`config.mk`:
```
export PLATFORM = sky130hd
export DESIGN_NAME = way_select
export DESIGN_NICKNAME = d
export VERILOG_FILES = /design/src/hw/dcache_pkg.sv /design/src/hw/plru_tree.sv /design/src/hw/way_select.sv
export SDC_FILE = /design/constraint.sdc
export NUM_CORES = 1
export LEC_CHECK = 0
export BUFFER_PORTS_ARGS = -buffer_cell sky130_fd_sc_hd__clkbuf_2
export CORE_AREA = 2 2 117 119
export CTS_BUF_LIST = sky130_fd_sc_hd__clkbuf_8
export DETAILED_ROUTE_END_ITERATION = 10
export DIE_AREA = 0 0 119 121
export PLACE_DENSITY = 0.78
export SLEW_MARGIN = 20
export SYNTH_ARGS = -nofsm -noshare
export SYNTH_HDL_FRONTEND = slang
export SYNTH_SLANG_ARGS = --single-unit
```
`constraint.sdc`:
```
create_clock -name clk -period 6.5 [get_ports clk]
set_input_delay 0.975 -clock clk [delete_from_list [all_inputs] [get_ports clk]]
set_output_delay 0.975 -clock clk [all_outputs]
set_load 0.03 [all_outputs]
```
`src/hw/dcache_pkg.sv`:
```
`default_nettype none

package dcache_pkg;

    typedef logic [31:0] word_t;
    typedef logic [3:0] strobe_t;

    // cpu load/store port
    typedef struct packed {
        logic    valid;
        logic [31:0] addr;
        strobe_t strobe;
        word_t   data;
    } dbus_req_t;

    typedef struct packed {
        logic  addr_ok;
        logic  data_ok;
        word_t data;
    } dbus_resp_t;

    // burst memory bus, len is beats minus one
    typedef struct packed {
        logic       valid;
        logic       is_write;
        logic [31:0] addr;
        logic [7:0] len;
        word_t      data;
    } cbus_req_t;

    typedef struct packed {
        logic  ready;
        logic  last;
        word_t data;
    } cbus_resp_t;

    function automatic word_t byte_mask(input strobe_t strobe);
        word_t mask;
        for (int i = 0; i < 4; i++) begin
            mask[8*i +: 8] = {8{strobe[i]}};
        end
        return mask;
    endfunction

endpackage

`default_nettype wire

```
`src/hw/plru_tree.sv`:
```
`default_nettype none

module plru_tree #(
    parameter int NUM_WAYS = 4,
    localparam int WAY_BITS = $clog2(NUM_WAYS)
) (
    input  logic [NUM_WAYS-2:0] plru_old,
    input  logic [WAY_BITS-1:0] touch_way,
    output logic [NUM_WAYS-2:0] plru_new,
    output logic [WAY_BITS-1:0] victim_way
);

    // heap order, node n has children 2n+1 and 2n+2
    // a zero bit sends the victim search to the left child

    always_comb begin : victim_walk
        int node;
        node = 0;
        victim_way = '0;
        for (int lvl = 0; lvl < WAY_BITS; lvl++) begin
            victim_way[WAY_BITS-1-lvl] = plru_old[node];
            node = 2 * node + 1 + int'(plru_old[node]);
        end
    end

    always_comb begin : touch_walk
        int node;
        logic dir;
        node = 0;
        plru_new = plru_old;
        for (int lvl = 0; lvl < WAY_BITS; lvl++) begin
            dir = touch_way[WAY_BITS-1-lvl];
            // point away from the touched side
            plru_new[node] = ~dir;
            node = 2 * node + 1 + int'(dir);
        end
    end

endmodule

`default_nettype wire

```
`src/hw/way_select.sv`:
```
`default_nettype none

module way_select #(
    parameter int NUM_WAYS = 4,
    parameter int NUM_SETS = 16,
    parameter int WORDS_PER_LINE = 4,
    localparam int WAY_BITS = $clog2(NUM_WAYS),
    localparam int INDEX_BITS = $clog2(NUM_SETS),
    localparam int TAG_BITS = 32 - INDEX_BITS - $clog2(WORDS_PER_LINE) - 2
) (
    input  logic                               clk,
    input  logic                               resetn,
    input  logic [INDEX_BITS-1:0]              index,
    input  logic [NUM_WAYS-1:0]                hits,
    input  logic [NUM_WAYS-1:0]                valids,
    input  logic [NUM_WAYS-1:0]                dirties,
    input  logic [NUM_WAYS-1:0][TAG_BITS-1:0]  tags,
    input  dcache_pkg::word_t [NUM_WAYS-1:0]   words,
    input  logic                               touch,
    output logic                               hit,
    output logic [WAY_BITS-1:0]                hit_way,
    output dcache_pkg::word_t                  hit_word,
    output logic [WAY_BITS-1:0]                victim_way,
    output logic                               victim_dirty,
    output logic [TAG_BITS-1:0]                victim_tag
);

    logic [NUM_WAYS-2:0] plru_q [NUM_SETS];
    logic [NUM_WAYS-2:0] plru_new;
    logic [WAY_BITS-1:0] plru_victim;

    plru_tree #(
        .NUM_WAYS(NUM_WAYS)
    ) u_plru (
        .plru_old  (plru_q[index]),
        .touch_way (hit_way),
        .plru_new  (plru_new),
        .victim_way(plru_victim)
    );

    always_ff @(posedge clk) begin
        if (resetn) begin
            for (int s = 0; s < NUM_SETS; s++) begin
                plru_q[s] <= '0;
            end
        end else if (touch) begin
            plru_q[index] <= plru_new;
        end
    end

    always_comb begin
        hit     = 1'b0;
        hit_way = '0;
        for (int w = 0; w < NUM_WAYS; w++) begin
            if (hits[w]) begin
                hit     = 1'b1;
                hit_way = WAY_BITS'(w);
            end
        end
    end

    assign hit_word = words[hit_way];

    // lowest invalid way first, then the tree
    always_comb begin
        victim_way = plru_victim;
        for (int w = NUM_WAYS - 1; w >= 0; w--) begin
            if (!valids[w]) begin
                victim_way = WAY_BITS'(w);
            end
        end
    end

    assign victim_dirty = valids[victim_way] && dirties[victim_way];
    assign victim_tag   = tags[victim_way];

endmodule

`default_nettype wire

```
* Word-level counts from Yosys, hierarchy flattened
Memory sizes are Yosys's and may differ from the RTL's.
Index checks and enable logic that the tools add are counted.
** Cells by class
- Add/sub/neg operators :: 2
- Magnitude comparators :: 5
- Muxes and demuxes :: 33
- Bitwise logic cells :: 2
- Reduce and logical (&&, ||, !) cells :: 3
** Operators by type and width (number)
- $bmux 32 s2 :: 1
- $lt 32x4->1 const B :: 2
- $bmux 24 s2 :: 1
- $ge 32x1->1 const B :: 1
- $mux 32 :: 1
- $mux 24 :: 1
- $mux 1 :: 16
- $mux 2 :: 6
- $bmux 1 s2 :: 3
- $lt 2x3->1 const B :: 2
- $add 1x1->2 const A :: 2
- $mux 4 :: 1
- $bwmux 3 :: 1
- $mux 3 :: 1
- $reduce_or 3->1 :: 1
- $demux 1 s2 :: 1
- $logic_and 1x1->1 :: 2
- $not 1->1 :: 2
** Word-level totals
- Flip-flop bits (word level) :: 0
- RAM bits :: 48
- Bits of input ports :: 243
- Logic and storage cells :: 46
- Memories :: 1
** Memories
- plru_q :: words 16, width 3, rd ports 1, clocked after memory_dff 0, write ports 16, line way_select.sv:28 : logic [NUM_WAYS-2:0] plru_q [NUM_SETS];

* Depth between registers and ports, before layout
An unclocked memory read counts as a cell.
- Depth in word-level cells :: 12
- Depth in mapped cells :: 11
- Gate-level depth less buffers :: 7

* Modules after synthesis
From an unflattened synthesis, not the netlist that was laid out.
** Second synthesis, totals
- Cell total of the unflattened synthesis :: 436
- Area, all modules :: 4090.2 um2
** Modules (own cells, without submodules)
- way_select :: times used 1, cells an instance 429, area an instance 4043.9 um2, sequential area each 1441.4 um2
- plru_tree :: times used 1, cells an instance 7, area an instance 46.3 um2, sequential area each 0.0 um2

* Least setup slack after synthesis
Ideal clock, no wire load.
- Kind :: input-to-output
- Start point :: input port index[1]
- End point :: output port victim_tag[10]
- Arrival :: 3.490 ns
- Setup slack :: 2.035 ns
- Cell stages on the path :: 9
- Cell sequence :: buf_6 -> mux4_2 -> o22ai_1 -> or2_2 -> buf_2 -> mux2i_1 -> buf_2 -> nor3_1 -> nor3_1
** On the way
- Longest elaborated chain between the ends :: 11
** Ends and longest elaborated chain
- from (decl) :: line way_select.sv:13 : input logic [INDEX_BITS-1:0] index,
- $mem_v2 16x3 (*)
- $add 1x1->2 :: line plru_tree.sv:22 : node = 2 * node + 1 + int'(plru_old[node]);
- $bmux 1 s2 :: line plru_tree.sv:21 : victim_way[WAY_BITS-1-lvl] = plru_old[node];
- $mux 1 (not written as such) :: line plru_tree.sv:21
- $mux 1
- $mux 2 (*) (4 in series) :: line way_select.sv:68 : if (!valids[w]) begin
- $bmux 24 s2 (*) :: line way_select.sv:75 : assign victim_tag = tags[victim_way];
- $mux 24 (not written as such) (*) :: line way_select.sv:75
- to (decl) :: line way_select.sv:25 : output logic [TAG_BITS-1:0] victim_tag
Mark *: on every way between the ends. The rest lies on a longest branch, timed or not. The select of a mux whose other input is x is not followed.

* Worst setup path after layout
- Start point :: input port index[1]
- End point :: output port victim_tag[1]
The elaborated chain is that of the path after synthesis.

==> results by group <==
Min path
  • Hold Path Class: flip-flop to flip-flop

Pwr
  • VDD IR-drop max: 0.1271 mV
  • LEAKAGE: approximately 2.8 nW
  • Cell Pwr Density: roughly 160 mW/mm^2

Synthesis
  • Post-synth EDFFs: 48
  • Synth top cells by count: nor2_1, nor3_1, a21oi_1
  • Asr flop ratio synth: 0%
  • Top_reg_cell synth: edfxtp_1
  • Synth area leader: edfxtp_1
  • Syn Area/Cell: approximately 7.6 um^2
  • Post-Syn Instances: 592
  • Synth cell types: 42
  • Mapped Nets: 835
  • Area share of the largest cell type after synthesis: 32.04%
  • Synthesized area: 0.004498 mm^2
  • Top post-synthesis cells by area: edfxtp_1, nor2_1, o22ai_1
  • Yosys Warn Count: 0
  • Sequential area share after synthesis: 32.04%
  • Yosys reg bits: 48
  • Most instantiated library cell after synthesis: nor2_1

Global route
  • First-pass GRT wire length: ~28 mm
  • Largest net degree at the start of global routing: 68
  • Initial antenna violation count: 9
  • Vias in the first global route: 5,107
  • Total congestion overflow: 0
  • GRT Total Usage: between 20% and 30%

Timing
  • Setup TNS: 0 ns
  • Fin Hold WS: between 1 and 1.5 ns
  • Hold Vio Cnt, Final: 0
  • RSZ-0062 raised after global routing: false
  • Setup Skew: ~0.014 ns
  • Endpoints failing setup: 0
  • Least-Margin Pin Slew: approximately 1.1 ns
  • Max-slew violation count: 0
  • Post-route clock period utilization: 76.74%
  • Min cycle time layout: roughly 5 ns
  • Worst slew margin: 25.96%
  • Max frequency: around 200 MHz

Critical path
  • CP peak stage delay: 0.47 ns
  • CP Max Fanout: 19
  • Crit path max-delay cell type: nand4_1
  • Critical Path End Type: primary output
  • Reg2Reg Launch Point: plru_q[10][1]
  • R2r worst-path depth: 6
  • CP required: approximately 5.5 ns
  • CP startpoint kind: input pin
  • R2R setup slack: ~3.9 ns
  • Instance count on the critical path: 10
  • Crit-path leading delay family: simple AND/OR/NAND/NOR gates
  • Worst setup endpoint: victim_tag[1]
  • Critical Path, Cell by Cell: clkbuf_2 > mux2_1 > or3_1 > a41oi_2 > o41ai_1 > nand4_1 > buf_4 > o221ai_1 > nor3_1 > clkbuf_2
  • Crit path kind: input pin to primary output
  • WP buf/inv: 3
  • Crit path launch: index[1]
  • R2R Path End: plru_q[7][1]
  • Data arrival, critical path: 4.01 ns
  • Cell mode on critical path: clkbuf_2

Clock network
  • CTS tree: yes
  • Worst-path clk slew: ~0.09 ns
  • PostCTS Resize Cnt: 0
  • Clock Sinks: 48
  • Htree depth: 2
  • CTS root buf: clkbuf_8
  • CTS max path bufs: 2
  • Cts-stage hold buffer count: 0
  • Clk_lat worst skew: 0.31 ns
  • CTS buffer count: 5
  • Post-CTS setup buffers: 0

Place
  • Post-DP Area: 0.006037 mm^2
  • Final Wtd Congestion: 0.9106
  • I/O Buffers: around 300
  • DP Wirelength: 15.30 mm

Die
  • Die Span Y: 121 um
  • Initial Util: 34.38%
  • Top Ports: 305
  • Die area: 0.01440 mm^2
  • Core Box Area: 0.01309 mm^2
  • Die Wd: 119 um
  • Cell Rows: 42

Detailed routing
  • Total Wirelength: 19.26 mm
  • Vias per cell: 5.554
  • Iteration-0 DRC Markers: between 500 and 600
  • Drc violations: 0
  • WL/cell: 18.56 um
  • Routed vias: 5,765
  • TritonRoute pass-1 iters: 7
  • DRT antenna net count: 0

Finish
  • Area Overhead vs Synth: 36.88%
  • Biggest register: plru_q
  • Nets: about 1,100
  • Design area: 0.006157 mm^2
  • Largest registers: plru_q: 48 flops
  • Layout cells sized above 1: 41.19%
  • Largest register FFs: 48

Job
  • Max_cap viols: 0

Outcome
  • Status: finished clean
worst reg2reg max path: stages (launching register included):
cell and delay (ns):
edfxtp_1 0.39, mux4_2 0.47, a22oi_1 0.26, nand2_1 0.15
a21oi_1 0.73, buf_4 0.30, nor2_1 0.06
layout make-up:
cell class,instances,area [um^2]
tap,176,220.2
clock buffer,5,68.82
multi-input combinational,486,2786
inverter,4,15.01
antenna,5,12.51
sequential,48,1441
timing repair buffer,311,1574
fill,1332,6928
clock inverter,3,38.79
kinds of logic after synthesis:
group,share of synthesized area (%)
and+or+nand+nor,30.43
AOI/OAI and AO/OA,24.53
muxes,6.899
buffers and inverters,6.092
DFF,32.04
per-layer routing:
layer | up-vias | GRT usage, % | share of wire, % | routed length [um]
li1 | 2719 | - | - | -
met4 | 8 | 5.804 | 2.6 | 496
met5 | - | 0 | 0.28 | 54
met3 | 52 | 8.365 | 12 | 2237
met2 | 343 | 41.02 | 47 | 9101
met1 | 2643 | 30.95 | 38 | 7374
worst min-delay path by stage:
| stage | cells past startpoint | slack (ns) | endpoint | from |
|---|---|---|---|---|
| floorplan | 5 | 0.96 | plru_q[12][1] | plru_q[14][1] |
| global placement | 5 | 1.19 | plru_q[10][1] | plru_q[6][1] |
| detailed placement | 5 | 1.23 | plru_q[3][1] | plru_q[6][1] |
| CTS | 5 | 1.24 | plru_q[3][1] | plru_q[6][1] |
| global route | 5 | 1.32 | plru_q[2][1] | plru_q[5][1] |
| finish | 5 | 1.24 | plru_q[2][1] | plru_q[6][1] |
stage by stage:
step / utilization, % / setup WS (ns) / power (mW) / std cells
global placement: 46.14 / 1.634 / 0.8038 / 1025
finish: 47.05 / 1.512 / 1.014 / 1038
detailed placement: 46.14 / 1.608 / 0.8064 / 1025
CTS: 46.96 / 1.578 / 1.011 / 1033
floorplan: - / 2.035 / 0.6352 / 592
global route: 46.98 / 1.405 / 1.057 / 1034
power breakdown:
part | internal, mW | total (mW) | switching, mW
combinational | 0.159 | 0.445 | 0.286
clock | 0.113 | 0.210 | 0.0973
sequential | 0.354 | 0.359 | 0.00539
total | 0.625 | 1.01 | 0.389
layout by cell type (no fill, tap or decap), types with 2 or more instances in the layout:
master and count:
clkbuf_2 304, nor2_1 175, nor3_1 72, a21oi_1 59, o22ai_1 58, edfxtp_1 48, nand2_1 25, o221ai_2 20
nand2b_1 19, mux2i_1 9, buf_4 7, mux4_2 6, diode_2 5, inv_1 5, clkbuf_8 5, or2_2 4
o221ai_1 4, nand3_1 3, nor2b_1 3, nand3b_1 2, mux4_1 2, or3_1 2, a22oi_1 2, a21o_1 2
nand4_1 2
Note: power is estimated with default switching activity, not from simulation.
