`config.mk`:
```
export PLATFORM = sky130hd
export DESIGN_NAME = refill_ctrl
export DESIGN_NICKNAME = d
export VERILOG_FILES = /design/src/hw/dcache_pkg.sv /design/src/hw/refill_ctrl.sv
export SDC_FILE = /design/constraint.sdc
export NUM_CORES = 1
export LEC_CHECK = 0
export BUFFER_PORTS_ARGS = -buffer_cell sky130_fd_sc_hd__buf_2
export CORE_ASPECT_RATIO = 0.9
export CORE_MARGIN = 8
export CORE_UTILIZATION = 38
export CTS_CLUSTER_SIZE = 12
export DETAILED_ROUTE_END_ITERATION = 8
export GPL_TIMING_DRIVEN = 0
export PLACE_DENSITY = 0.87
export SYNTH_ARGS = -nofsm -noshare
export SYNTH_HDL_FRONTEND = slang
export SYNTH_SLANG_ARGS = --single-unit
export TNS_END_PERCENT = 20
```
`constraint.sdc`:
```
create_clock -name clk -period 2.8 [get_ports clk]
set_input_delay 0.42 -clock clk [delete_from_list [all_inputs] [get_ports clk]]
set_output_delay 0.42 -clock clk [all_outputs]
set_load 0.005 [all_outputs]
```
`src/hw/dcache_pkg.sv`:
```
`default_nettype none

package dcache_pkg;

    typedef logic [31:0] word_t;
    typedef logic [3:0] strobe_t;

    // cpu load/store port
    typedef struct packed {
        logic    valid;
        logic [31:0] addr;
        strobe_t strobe;
        word_t   data;
    } dbus_req_t;

    typedef struct packed {
        logic  addr_ok;
        logic  data_ok;
        word_t data;
    } dbus_resp_t;

    // burst memory bus, len is beats minus one
    typedef struct packed {
        logic       valid;
        logic       is_write;
        logic [31:0] addr;
        logic [7:0] len;
        word_t      data;
    } cbus_req_t;

    typedef struct packed {
        logic  ready;
        logic  last;
        word_t data;
    } cbus_resp_t;

    function automatic word_t byte_mask(input strobe_t strobe);
        word_t mask;
        for (int i = 0; i < 4; i++) begin
            mask[8*i +: 8] = {8{strobe[i]}};
        end
        return mask;
    endfunction

endpackage

`default_nettype wire

```
`src/hw/refill_ctrl.sv`:
```
`default_nettype none

module refill_ctrl #(
    parameter int NUM_WAYS = 4,
    parameter int NUM_SETS = 16,
    parameter int WORDS_PER_LINE = 4,
    localparam int WAY_BITS = $clog2(NUM_WAYS),
    localparam int INDEX_BITS = $clog2(NUM_SETS),
    localparam int OFFSET_BITS = $clog2(WORDS_PER_LINE),
    localparam int TAG_BITS = 32 - INDEX_BITS - OFFSET_BITS - 2
) (
    input  logic                    clk,
    input  logic                    resetn,
    input  logic                    miss,
    input  logic [31:0]             req_addr,
    input  logic [WAY_BITS-1:0]     victim_way,
    input  logic                    victim_dirty,
    input  logic [TAG_BITS-1:0]     victim_tag,
    input  dcache_pkg::word_t       wb_word,
    output dcache_pkg::cbus_req_t   creq,
    input  dcache_pkg::cbus_resp_t  cresp,
    output logic [NUM_WAYS-1:0]     fill_en,
    output logic [OFFSET_BITS-1:0]  fill_index,
    output dcache_pkg::word_t       fill_data,
    output logic [NUM_WAYS-1:0]     install,
    output logic                    busy
);

    localparam int LINE_BITS = OFFSET_BITS + 2;
    localparam int TAG_LSB = INDEX_BITS + LINE_BITS;

    typedef enum logic [1:0] {
        IDLE,
        WRITEBACK,
        FETCH
    } state_t;

    state_t                  state_q;
    logic [OFFSET_BITS-1:0]  beat_q;
    logic                    gap_q;
    logic [WAY_BITS-1:0]     way_q;
    logic [TAG_BITS-1:0]     vtag_q;
    logic [TAG_BITS-1:0]     req_tag_q;
    logic [INDEX_BITS-1:0]   index_q;
    logic                    beat_move;

    assign beat_move = creq.valid && cresp.ready;

    always_ff @(posedge clk) begin
        if (resetn) begin
            state_q <= IDLE;
            beat_q  <= '0;
            gap_q   <= 1'b0;
        end else begin
            gap_q <= 1'b0;
            case (state_q)
                IDLE: begin
                    if (miss) begin
                        state_q <= victim_dirty ? WRITEBACK : FETCH;
                        beat_q  <= '0;
                    end
                end
                WRITEBACK: begin
                    if (beat_move) begin
                        beat_q <= beat_q + 1'b1;
                        if (cresp.last) begin
                            state_q <= FETCH;
                            beat_q  <= '0;
                            // one idle bus cycle between the two bursts
                            gap_q   <= 1'b1;
                        end
                    end
                end
                FETCH: begin
                    if (beat_move) begin
                        beat_q <= beat_q + 1'b1;
                        if (cresp.last) begin
                            state_q <= IDLE;
                            beat_q  <= '0;
                        end
                    end
                end
                default: begin
                    state_q <= IDLE;
                end
            endcase
        end
    end

    // victim and miss line captured on the way out of idle
    always_ff @(posedge clk) begin
        if (state_q == IDLE && miss) begin
            way_q     <= victim_way;
            vtag_q    <= victim_tag;
            req_tag_q <= req_addr[31:TAG_LSB];
            index_q   <= req_addr[TAG_LSB-1:LINE_BITS];
        end
    end

    always_comb begin
        creq          = '0;
        creq.valid    = (state_q == WRITEBACK) || (state_q == FETCH && !gap_q);
        creq.is_write = (state_q == WRITEBACK);
        creq.addr     = {(state_q == WRITEBACK) ? vtag_q : req_tag_q, index_q,
                         LINE_BITS'(0)};
        creq.len      = 8'(WORDS_PER_LINE - 1);
        creq.data     = wb_word;
    end

    always_comb begin
        fill_en = '0;
        install = '0;
        if (state_q == FETCH && beat_move) begin
            fill_en[way_q] = 1'b1;
            install[way_q] = cresp.last;
        end
    end

    assign fill_index = beat_q;
    assign fill_data  = cresp.data;
    assign busy       = (state_q != IDLE);

endmodule

`default_nettype wire

```
Word level (Yosys, flattened, before mapping)

Index checks and enable logic that the tools add are counted.
W data, S select, Z words.

Bitwise logic cells: 3
Multiply operators: 0
Muxes and demuxes: 17
Div/mod/pow operators: 0
Reductions and logical operators: 14
Equality and inequality tests: 8
Shift-type cells: 0
$lt $le $gt $ge: 2
Add/subtract/negate cells: 1

Operators with widths:

| operator              | number |
|---|---|
| $mux W24              | 1 |
| $mux W2               | 9 |
| $mux W4               | 2 |
| $ne A2 B1 Y1 const B  | 3 |
| $ne A2 B2 Y1 const B  | 3 |
| $pmux W2 S3           | 1 |
| $logic_and A1 B1 Y1   | 5 |
| $reduce_and A5 Y1     | 1 |
| $and A4 B4 Y4         | 1 |
| $pmux W2 S2           | 1 |
| $reduce_bool A2 Y1    | 2 |
| $lt A2 B3 Y1 const B  | 1 |
| $reduce_and A3 Y1     | 1 |
| $reduce_or A3 Y1      | 1 |
| $add A2 B1 Y2 const B | 1 |
| $demux W1 S2          | 1 |
| $eq A2 B1 Y1 const B  | 1 |
| $eq A2 B2 Y1 const B  | 1 |
| $ge A2 B1 Y1 const B  | 1 |
| $logic_not A2 Y1      | 1 |
| $mux W1               | 2 |
| $not A1 Y1            | 2 |
| $reduce_or A2 Y1      | 1 |
| $logic_not A1 Y1      | 1 |
| $logic_or A1 B1 Y1    | 1 |

Register bits: 59
Logic and storage cells: 52
Output and inout bits: 117
Input port bits: 128
Latch bits: 0
Memory bits (read-only): 0
Memory bits (writable): 0
Memories kept: 0

Longest topological paths before layout

Word-level depth: 6
Gate-level depth with buffers: 7

Worst setup path before layout

Ideal clock, no wire load.

Path type: register -> register
From: register state_q[0]
To: register beat_q[1] (netlist: fill_index[1])
Path slack: 0.463 ns
Setup time: 0.131 ns
Stages on the path, launching flop included: 7
Path buffers: 0
Period minus slack after synthesis: 2.337 ns
Data arrival time: 2.206 ns
Cells stage by stage: dfxtp_1 inv_1 ha_1 and2_1 a21oi_1 nand3_1 o211ai_1

Longest elaborated chain between the ends: 6

RTL lines:

| item                               | line                                  | RTL |
|---|---|---|
| start, declared                    | refill_ctrl.sv:38                     | `state_t state_q;` |
| start signal, assigned             | refill_ctrl.sv:59                     | `state_q <= victim_dirty ? WRITEBACK : FETCH;` |
| $eq A2 B2 Y1                       | refill_ctrl.sv:56, refill_ctrl.sv:102 |  |
| $logic_and A1 B1 Y1                | refill_ctrl.sv:102                    | `creq.valid = (state_q == WRITEBACK) \|\| (state_q == FETCH && !gap_q);` |
| $logic_or A1 B1 Y1                 | refill_ctrl.sv:102                    |  |
| $logic_and A1 B1 Y1                | refill_ctrl.sv:47                     | `assign beat_move = creq.valid && cresp.ready;` |
| $ne A2 B1 Y1 (no source line)      | --                                    |  |
| $reduce_and A3 Y1 (no source line) | --                                    |  |
| end signal, assigned               | refill_ctrl.sv:65                     | `beat_q <= beat_q + 1'b1;` |
| end signal, assigned               | refill_ctrl.sv:76                     | `beat_q <= beat_q + 1'b1;` |
| end, declared                      | refill_ctrl.sv:39                     | `logic [OFFSET_BITS-1:0] beat_q;` |

Parallel ways exist; a longest one is shown, timed or not.
A chain may end at the register's enable or synchronous reset.

==> flow_summary.html <==
<table>
<tr><th>Metric</th><th>Value</th></tr>
<tr><th colspan="2">Outcome</th></tr>
<tr><td>Run status</td><td>finished clean</td></tr>
<tr><th colspan="2">Critical path</th></tr>
<tr><td>Most numerous cell on the critical path</td><td>sky130_fd_sc_hd__buf_2</td></tr>
<tr><td>Launching point of the worst reg2reg path</td><td>state_q[0]$_SDFFE_PP0P_</td></tr>
<tr><td>Critical path type</td><td>flip-flop to output port</td></tr>
<tr><td>Data arrival time of the worst path</td><td>1.94 ns</td></tr>
<tr><td>Max FO, Critical Path</td><td>10</td></tr>
<tr><td>Max stage delay cell, worst path</td><td>sky130_fd_sc_hd__mux2_2</td></tr>
<tr><td>Count of buffer and inverter cells on the critical path</td><td>4</td></tr>
<tr><td>Required time of the worst setup path</td><td>2.38 ns</td></tr>
<tr><td>Critical path startpoint</td><td>state_q[1]$_SDFFE_PP0P_</td></tr>
<tr><td>Type of origin of the critical path</td><td>flip-flop</td></tr>
<tr><td>Endpoint type of the worst setup path</td><td>output port</td></tr>
<tr><td>Largest incremental delay on the critical path</td><td>0.37 ns</td></tr>
<tr><td>Cells along the critical path</td><td>inv_1 &gt; ha_1 &gt; buf_4 &gt; buf_2 &gt; mux2_2 &gt; buf_2</td></tr>
<tr><td>Cell type group with the largest total delay on the critical path</td><td>buffers and inverters</td></tr>
<tr><th colspan="2">CTS</th></tr>
<tr><td>Root Driver</td><td>sky130_fd_sc_hd__clkbuf_8</td></tr>
<tr><td>Number of gates resized after cts</td><td>0</td></tr>
<tr><td>CTS clk-pin slew, worst paths</td><td>0.07 ns</td></tr>
<tr><td>Worst skew pair latency</td><td>0.32 ns</td></tr>
<tr><td>Post-CTS Hold Fix Bufs</td><td>0</td></tr>
<tr><td>Maximum clock insertion buffer count</td><td>2</td></tr>
<tr><td>Clock tree from TritonCTS</td><td>built</td></tr>
<tr><td>Count of buffers added by post-CTS timing repair for setup</td><td>0</td></tr>
<tr><td>Number of CTS-inserted buffers</td><td>9</td></tr>
<tr><td>H-tree depth reported by CTS</td><td>3</td></tr>
<tr><td>Clock sink total</td><td>59</td></tr>
<tr><th colspan="2">Synthesis</th></tr>
<tr><td>Proportion of register bits with asynchronous set or reset after synthesis</td><td>0</td></tr>
<tr><td>Post-synthesis sequential area ratio</td><td>0.6014</td></tr>
<tr><td>Mapped cell area</td><td>2863 um^2</td></tr>
<tr><td>Yosys top cell area share</td><td>0.5664</td></tr>
<tr><td>Number of enable-type register cells in the synthesized netlist</td><td>54</td></tr>
<tr><td>Synthesis warning total</td><td>0</td></tr>
<tr><td>Most instantiated flip-flop cell in the synthesis netlist</td><td>sky130_fd_sc_hd__edfxtp_1</td></tr>
<tr><td>#FFs+latches synth</td><td>59</td></tr>
<tr><td>Number of distinct library cell variants in the gate-level netlist after synthesis</td><td>28</td></tr>
<tr><td>Post-synthesis instance total</td><td>210</td></tr>
<tr><td>Cell type with the highest aggregate area in the netlist</td><td>sky130_fd_sc_hd__edfxtp_1</td></tr>
<tr><td>Synth Area per Inst</td><td>13.63 um^2</td></tr>
<tr><td>Most used standard cell by instance count after synthesis</td><td>sky130_fd_sc_hd__buf_4</td></tr>
<tr><td>Leading cell types by total area after synthesis</td><td>sky130_fd_sc_hd__edfxtp_1 (57%), sky130_fd_sc_hd__buf_4 (20%), sky130_fd_sc_hd__mux2_2 (9.4%), sky130_fd_sc_hd__dfxtp_1 (3.5%), sky130_fd_sc_hd__nor2_1 (1.4%)</td></tr>
<tr><td>Cell types with the highest counts after synthesis</td><td>sky130_fd_sc_hd__buf_4 (77), sky130_fd_sc_hd__edfxtp_1 (54), sky130_fd_sc_hd__mux2_2 (24)</td></tr>
<tr><th colspan="2">Timing</th></tr>
<tr><td>Unrepaired setup endpoints after global routing</td><td>false</td></tr>
<tr><td>Final clock skew</td><td>0.003851 ns</td></tr>
<tr><td>Final Cycle Share</td><td>0.8445</td></tr>
<tr><td>Worst hold slack after final layout</td><td>0.2670 ns</td></tr>
<tr><td>Post-route minimum period</td><td>2.365 ns</td></tr>
<tr><td>Highest achievable clock rate</td><td>422.9 MHz</td></tr>
<tr><td>Final Slew Violations</td><td>0</td></tr>
<tr><td>Number of failing setup endpoints in the final timing report</td><td>0</td></tr>
<tr><td>Fin. Hold Viols</td><td>0</td></tr>
<tr><th colspan="2">Floorplanning</th></tr>
<tr><td>Die area</td><td>10570 um^2</td></tr>
<tr><td>Top-level I/O count</td><td>245</td></tr>
<tr><td>Die boundary height</td><td>98.34 um</td></tr>
<tr><td>Die Wd</td><td>107.5 um</td></tr>
<tr><td>Placement row count</td><td>30</td></tr>
<tr><td>Initial core utilization</td><td>0.3852</td></tr>
<tr><td>Core ar.</td><td>7432 um^2</td></tr>
<tr><th colspan="2">Cells and area</th></tr>
<tr><td>Fraction of final layout cells with drive strength greater than 1</td><td>0.7082</td></tr>
<tr><td>Final net count</td><td>527</td></tr>
<tr><td>Signed area change from the synthesized netlist to the final layout</td><td>43.05%</td></tr>
<tr><td>Fill cell total of the finished layout</td><td>622</td></tr>
<tr><td>Antenna diode count</td><td>0</td></tr>
<tr><th colspan="2">Global route</th></tr>
<tr><td>Maximum number of pins on one net before global-route repair</td><td>42</td></tr>
<tr><td>Total global routing track utilization</td><td>0.1525</td></tr>
<tr><td>Initial antenna violation count</td><td>0</td></tr>
<tr><td>Number of global-route vias before repair</td><td>2373</td></tr>
<tr><td>Wire length of the first global-routing pass</td><td>12440 um</td></tr>
<tr><td>Grt total ovfl</td><td>0</td></tr>
<tr><th colspan="2">Place</th></tr>
<tr><td>Half-perimeter wire length after placement</td><td>7195 um</td></tr>
<tr><td>Final weighted congestion in routability-driven placement</td><td>0.8579</td></tr>
<tr><td>Total of buffers placed on input and output ports</td><td>164</td></tr>
<tr><th colspan="2">Detailed routing</th></tr>
<tr><td>Routed met1 length</td><td>2675 um</td></tr>
<tr><td>Post-route DRC violation count</td><td>0</td></tr>
<tr><td>WL met3</td><td>1163 um</td></tr>
<tr><td>Wire length reported by the detailed router</td><td>8544 um</td></tr>
<tr><td>Average routed wire per standard cell</td><td>17.19 um</td></tr>
<tr><td>Number of DRC violations after detailed-routing iteration 0</td><td>32</td></tr>
<tr><td>Length of the first detailed-routing pass in iterations</td><td>4</td></tr>
<tr><td>Remaining number of nets flagged by the antenna check after routing</td><td>0</td></tr>
<tr><td>Via density per instance</td><td>4.326</td></tr>
<tr><td>Uppermost metal layer occupied by signal nets</td><td>met4</td></tr>
<tr><td>Via count of the routed design</td><td>2150</td></tr>
<tr><td>Total length of routed met2 wires</td><td>4575 um</td></tr>
<tr><th colspan="2">Power</th></tr>
<tr><td>Total leakage power</td><td>1.961 nW</td></tr>
<tr><td>Total power per unit cell area</td><td>628.1 nW/um^2</td></tr>
<tr><td>Largest vdd supply drop</td><td>0.4179 mV</td></tr>
<tr><td>Power, Total</td><td>2.572 mW</td></tr>
<tr><th colspan="2">Run</th></tr>
<tr><td>Max-cap check violation count</td><td>0</td></tr>
<tr><th colspan="2">Min path</th></tr>
<tr><td>Classification of the worst-slack hold path</td><td>input port to flip-flop</td></tr>
<tr><td>Worst Hold Launch</td><td>req_addr[21]</td></tr>
</table>
-- placed cells by master, fill, tap and decap left out, types with 2 or more instances in the layout --
| cell | instances |
|---|---|
| sky130_fd_sc_hd__a21oi_1 | 3 |
| sky130_fd_sc_hd__nand3_1 | 2 |
| sky130_fd_sc_hd__edfxtp_1 | 54 |
| sky130_fd_sc_hd__nand4b_1 | 2 |
| sky130_fd_sc_hd__bufinv_16 | 3 |
| sky130_fd_sc_hd__dfxtp_1 | 5 |
| sky130_fd_sc_hd__nor2_1 | 11 |
| sky130_fd_sc_hd__mux2_2 | 24 |
| sky130_fd_sc_hd__inv_1 | 5 |
| sky130_fd_sc_hd__o21ai_0 | 2 |
| sky130_fd_sc_hd__conb_1 | 12 |
| sky130_fd_sc_hd__clkbuf_1 | 2 |
| sky130_fd_sc_hd__a31oi_1 | 2 |
| sky130_fd_sc_hd__ha_1 | 3 |
| sky130_fd_sc_hd__buf_2 | 166 |
| sky130_fd_sc_hd__buf_4 | 77 |
| sky130_fd_sc_hd__nand2_1 | 3 |
| sky130_fd_sc_hd__clkbuf_8 | 9 |
-- final timing paths --
| kind | endpoint | slack, ns | cells past startpoint |
|---|---|---|---|
| worst max-delay path | creq[68] | 0.44 | 6 |
| worst min-delay path | req_tag_q[13]$_DFFE_PP_ | 0.27 | 1 |
| worst max register to register | state_q[0]$_SDFFE_PP0P_ | 1.17 | 6 |
| worst min register to register | state_q[0]$_SDFFE_PP0P_ | 0.52 | 2 |
-- per-layer routing --
| metal | track usage | up-vias |
|---|---|---|
| met3 | 0.08427 | 9 |
| met5 | 0 | - |
| met1 | 0.1276 | 974 |
| met4 | 0.06716 | 0 |
| li1 | - | 1025 |
| met2 | 0.2827 | 142 |
-- area by class of cell --
class                      count  area [um^2]  area share
timing repair buffer         165        840.8      0.2053
sequential                    59         1722      0.4204
clock buffer                  11        131.4     0.03208
inverter                       5        18.77    0.004583
multi-input combinational     77        573.1      0.1399
buffer                        79        588.1      0.1436
tap                           96        120.1     0.02933
clock inverter                 5        101.3     0.02475
-- report_power, final --
part	switching (mW)	leakage (nW)	internal, mW	total, mW
Combinational	0.257	1.29	0.285	0.542
Sequential	0.0279	0.557	1.10	1.13
Clock	0.313	0.111	0.589	0.902
-- kinds of logic after synthesis --
logic type | Yosys count | share of synthesized area
other | 2 | 0.002623
adder cells (fa/ha/maj) | 3 | 0.01311
flip-flops | 59 | 0.6014
multiplexers | 24 | 0.09441
buffers and inverters | 84 | 0.2120
AO/OA/AOI/OAI | 11 | 0.02535
AND/OR/NAND/NOR | 27 | 0.05115
-- stage by stage --
stage | utilization | cell area, um^2 | std cells | TNS, ns | setup WS (ns)
after floorplan | - | 2900 | 220 | 0 | 0.4633
after global placement | 0.5168 | 3841 | 480 | -0.01719 | -0.01719
after detailed placement | 0.5197 | 3862 | 481 | 0 | 0.7539
after CTS | 0.5510 | 4095 | 497 | 0 | 0.3818
after global routing | 0.5510 | 4095 | 497 | 0 | 0.2997
final | 0.5510 | 4095 | 497 | 0 | 0.4353
-- sequential cells by signal (all words and copies together) (netlist names) --
name        flops
req_tag_q      24
vtag_q         24
index_q         4
fill_index      2
state_q         2
way_q           2
gap_q           1
Power figures use the tool's default switching activity.
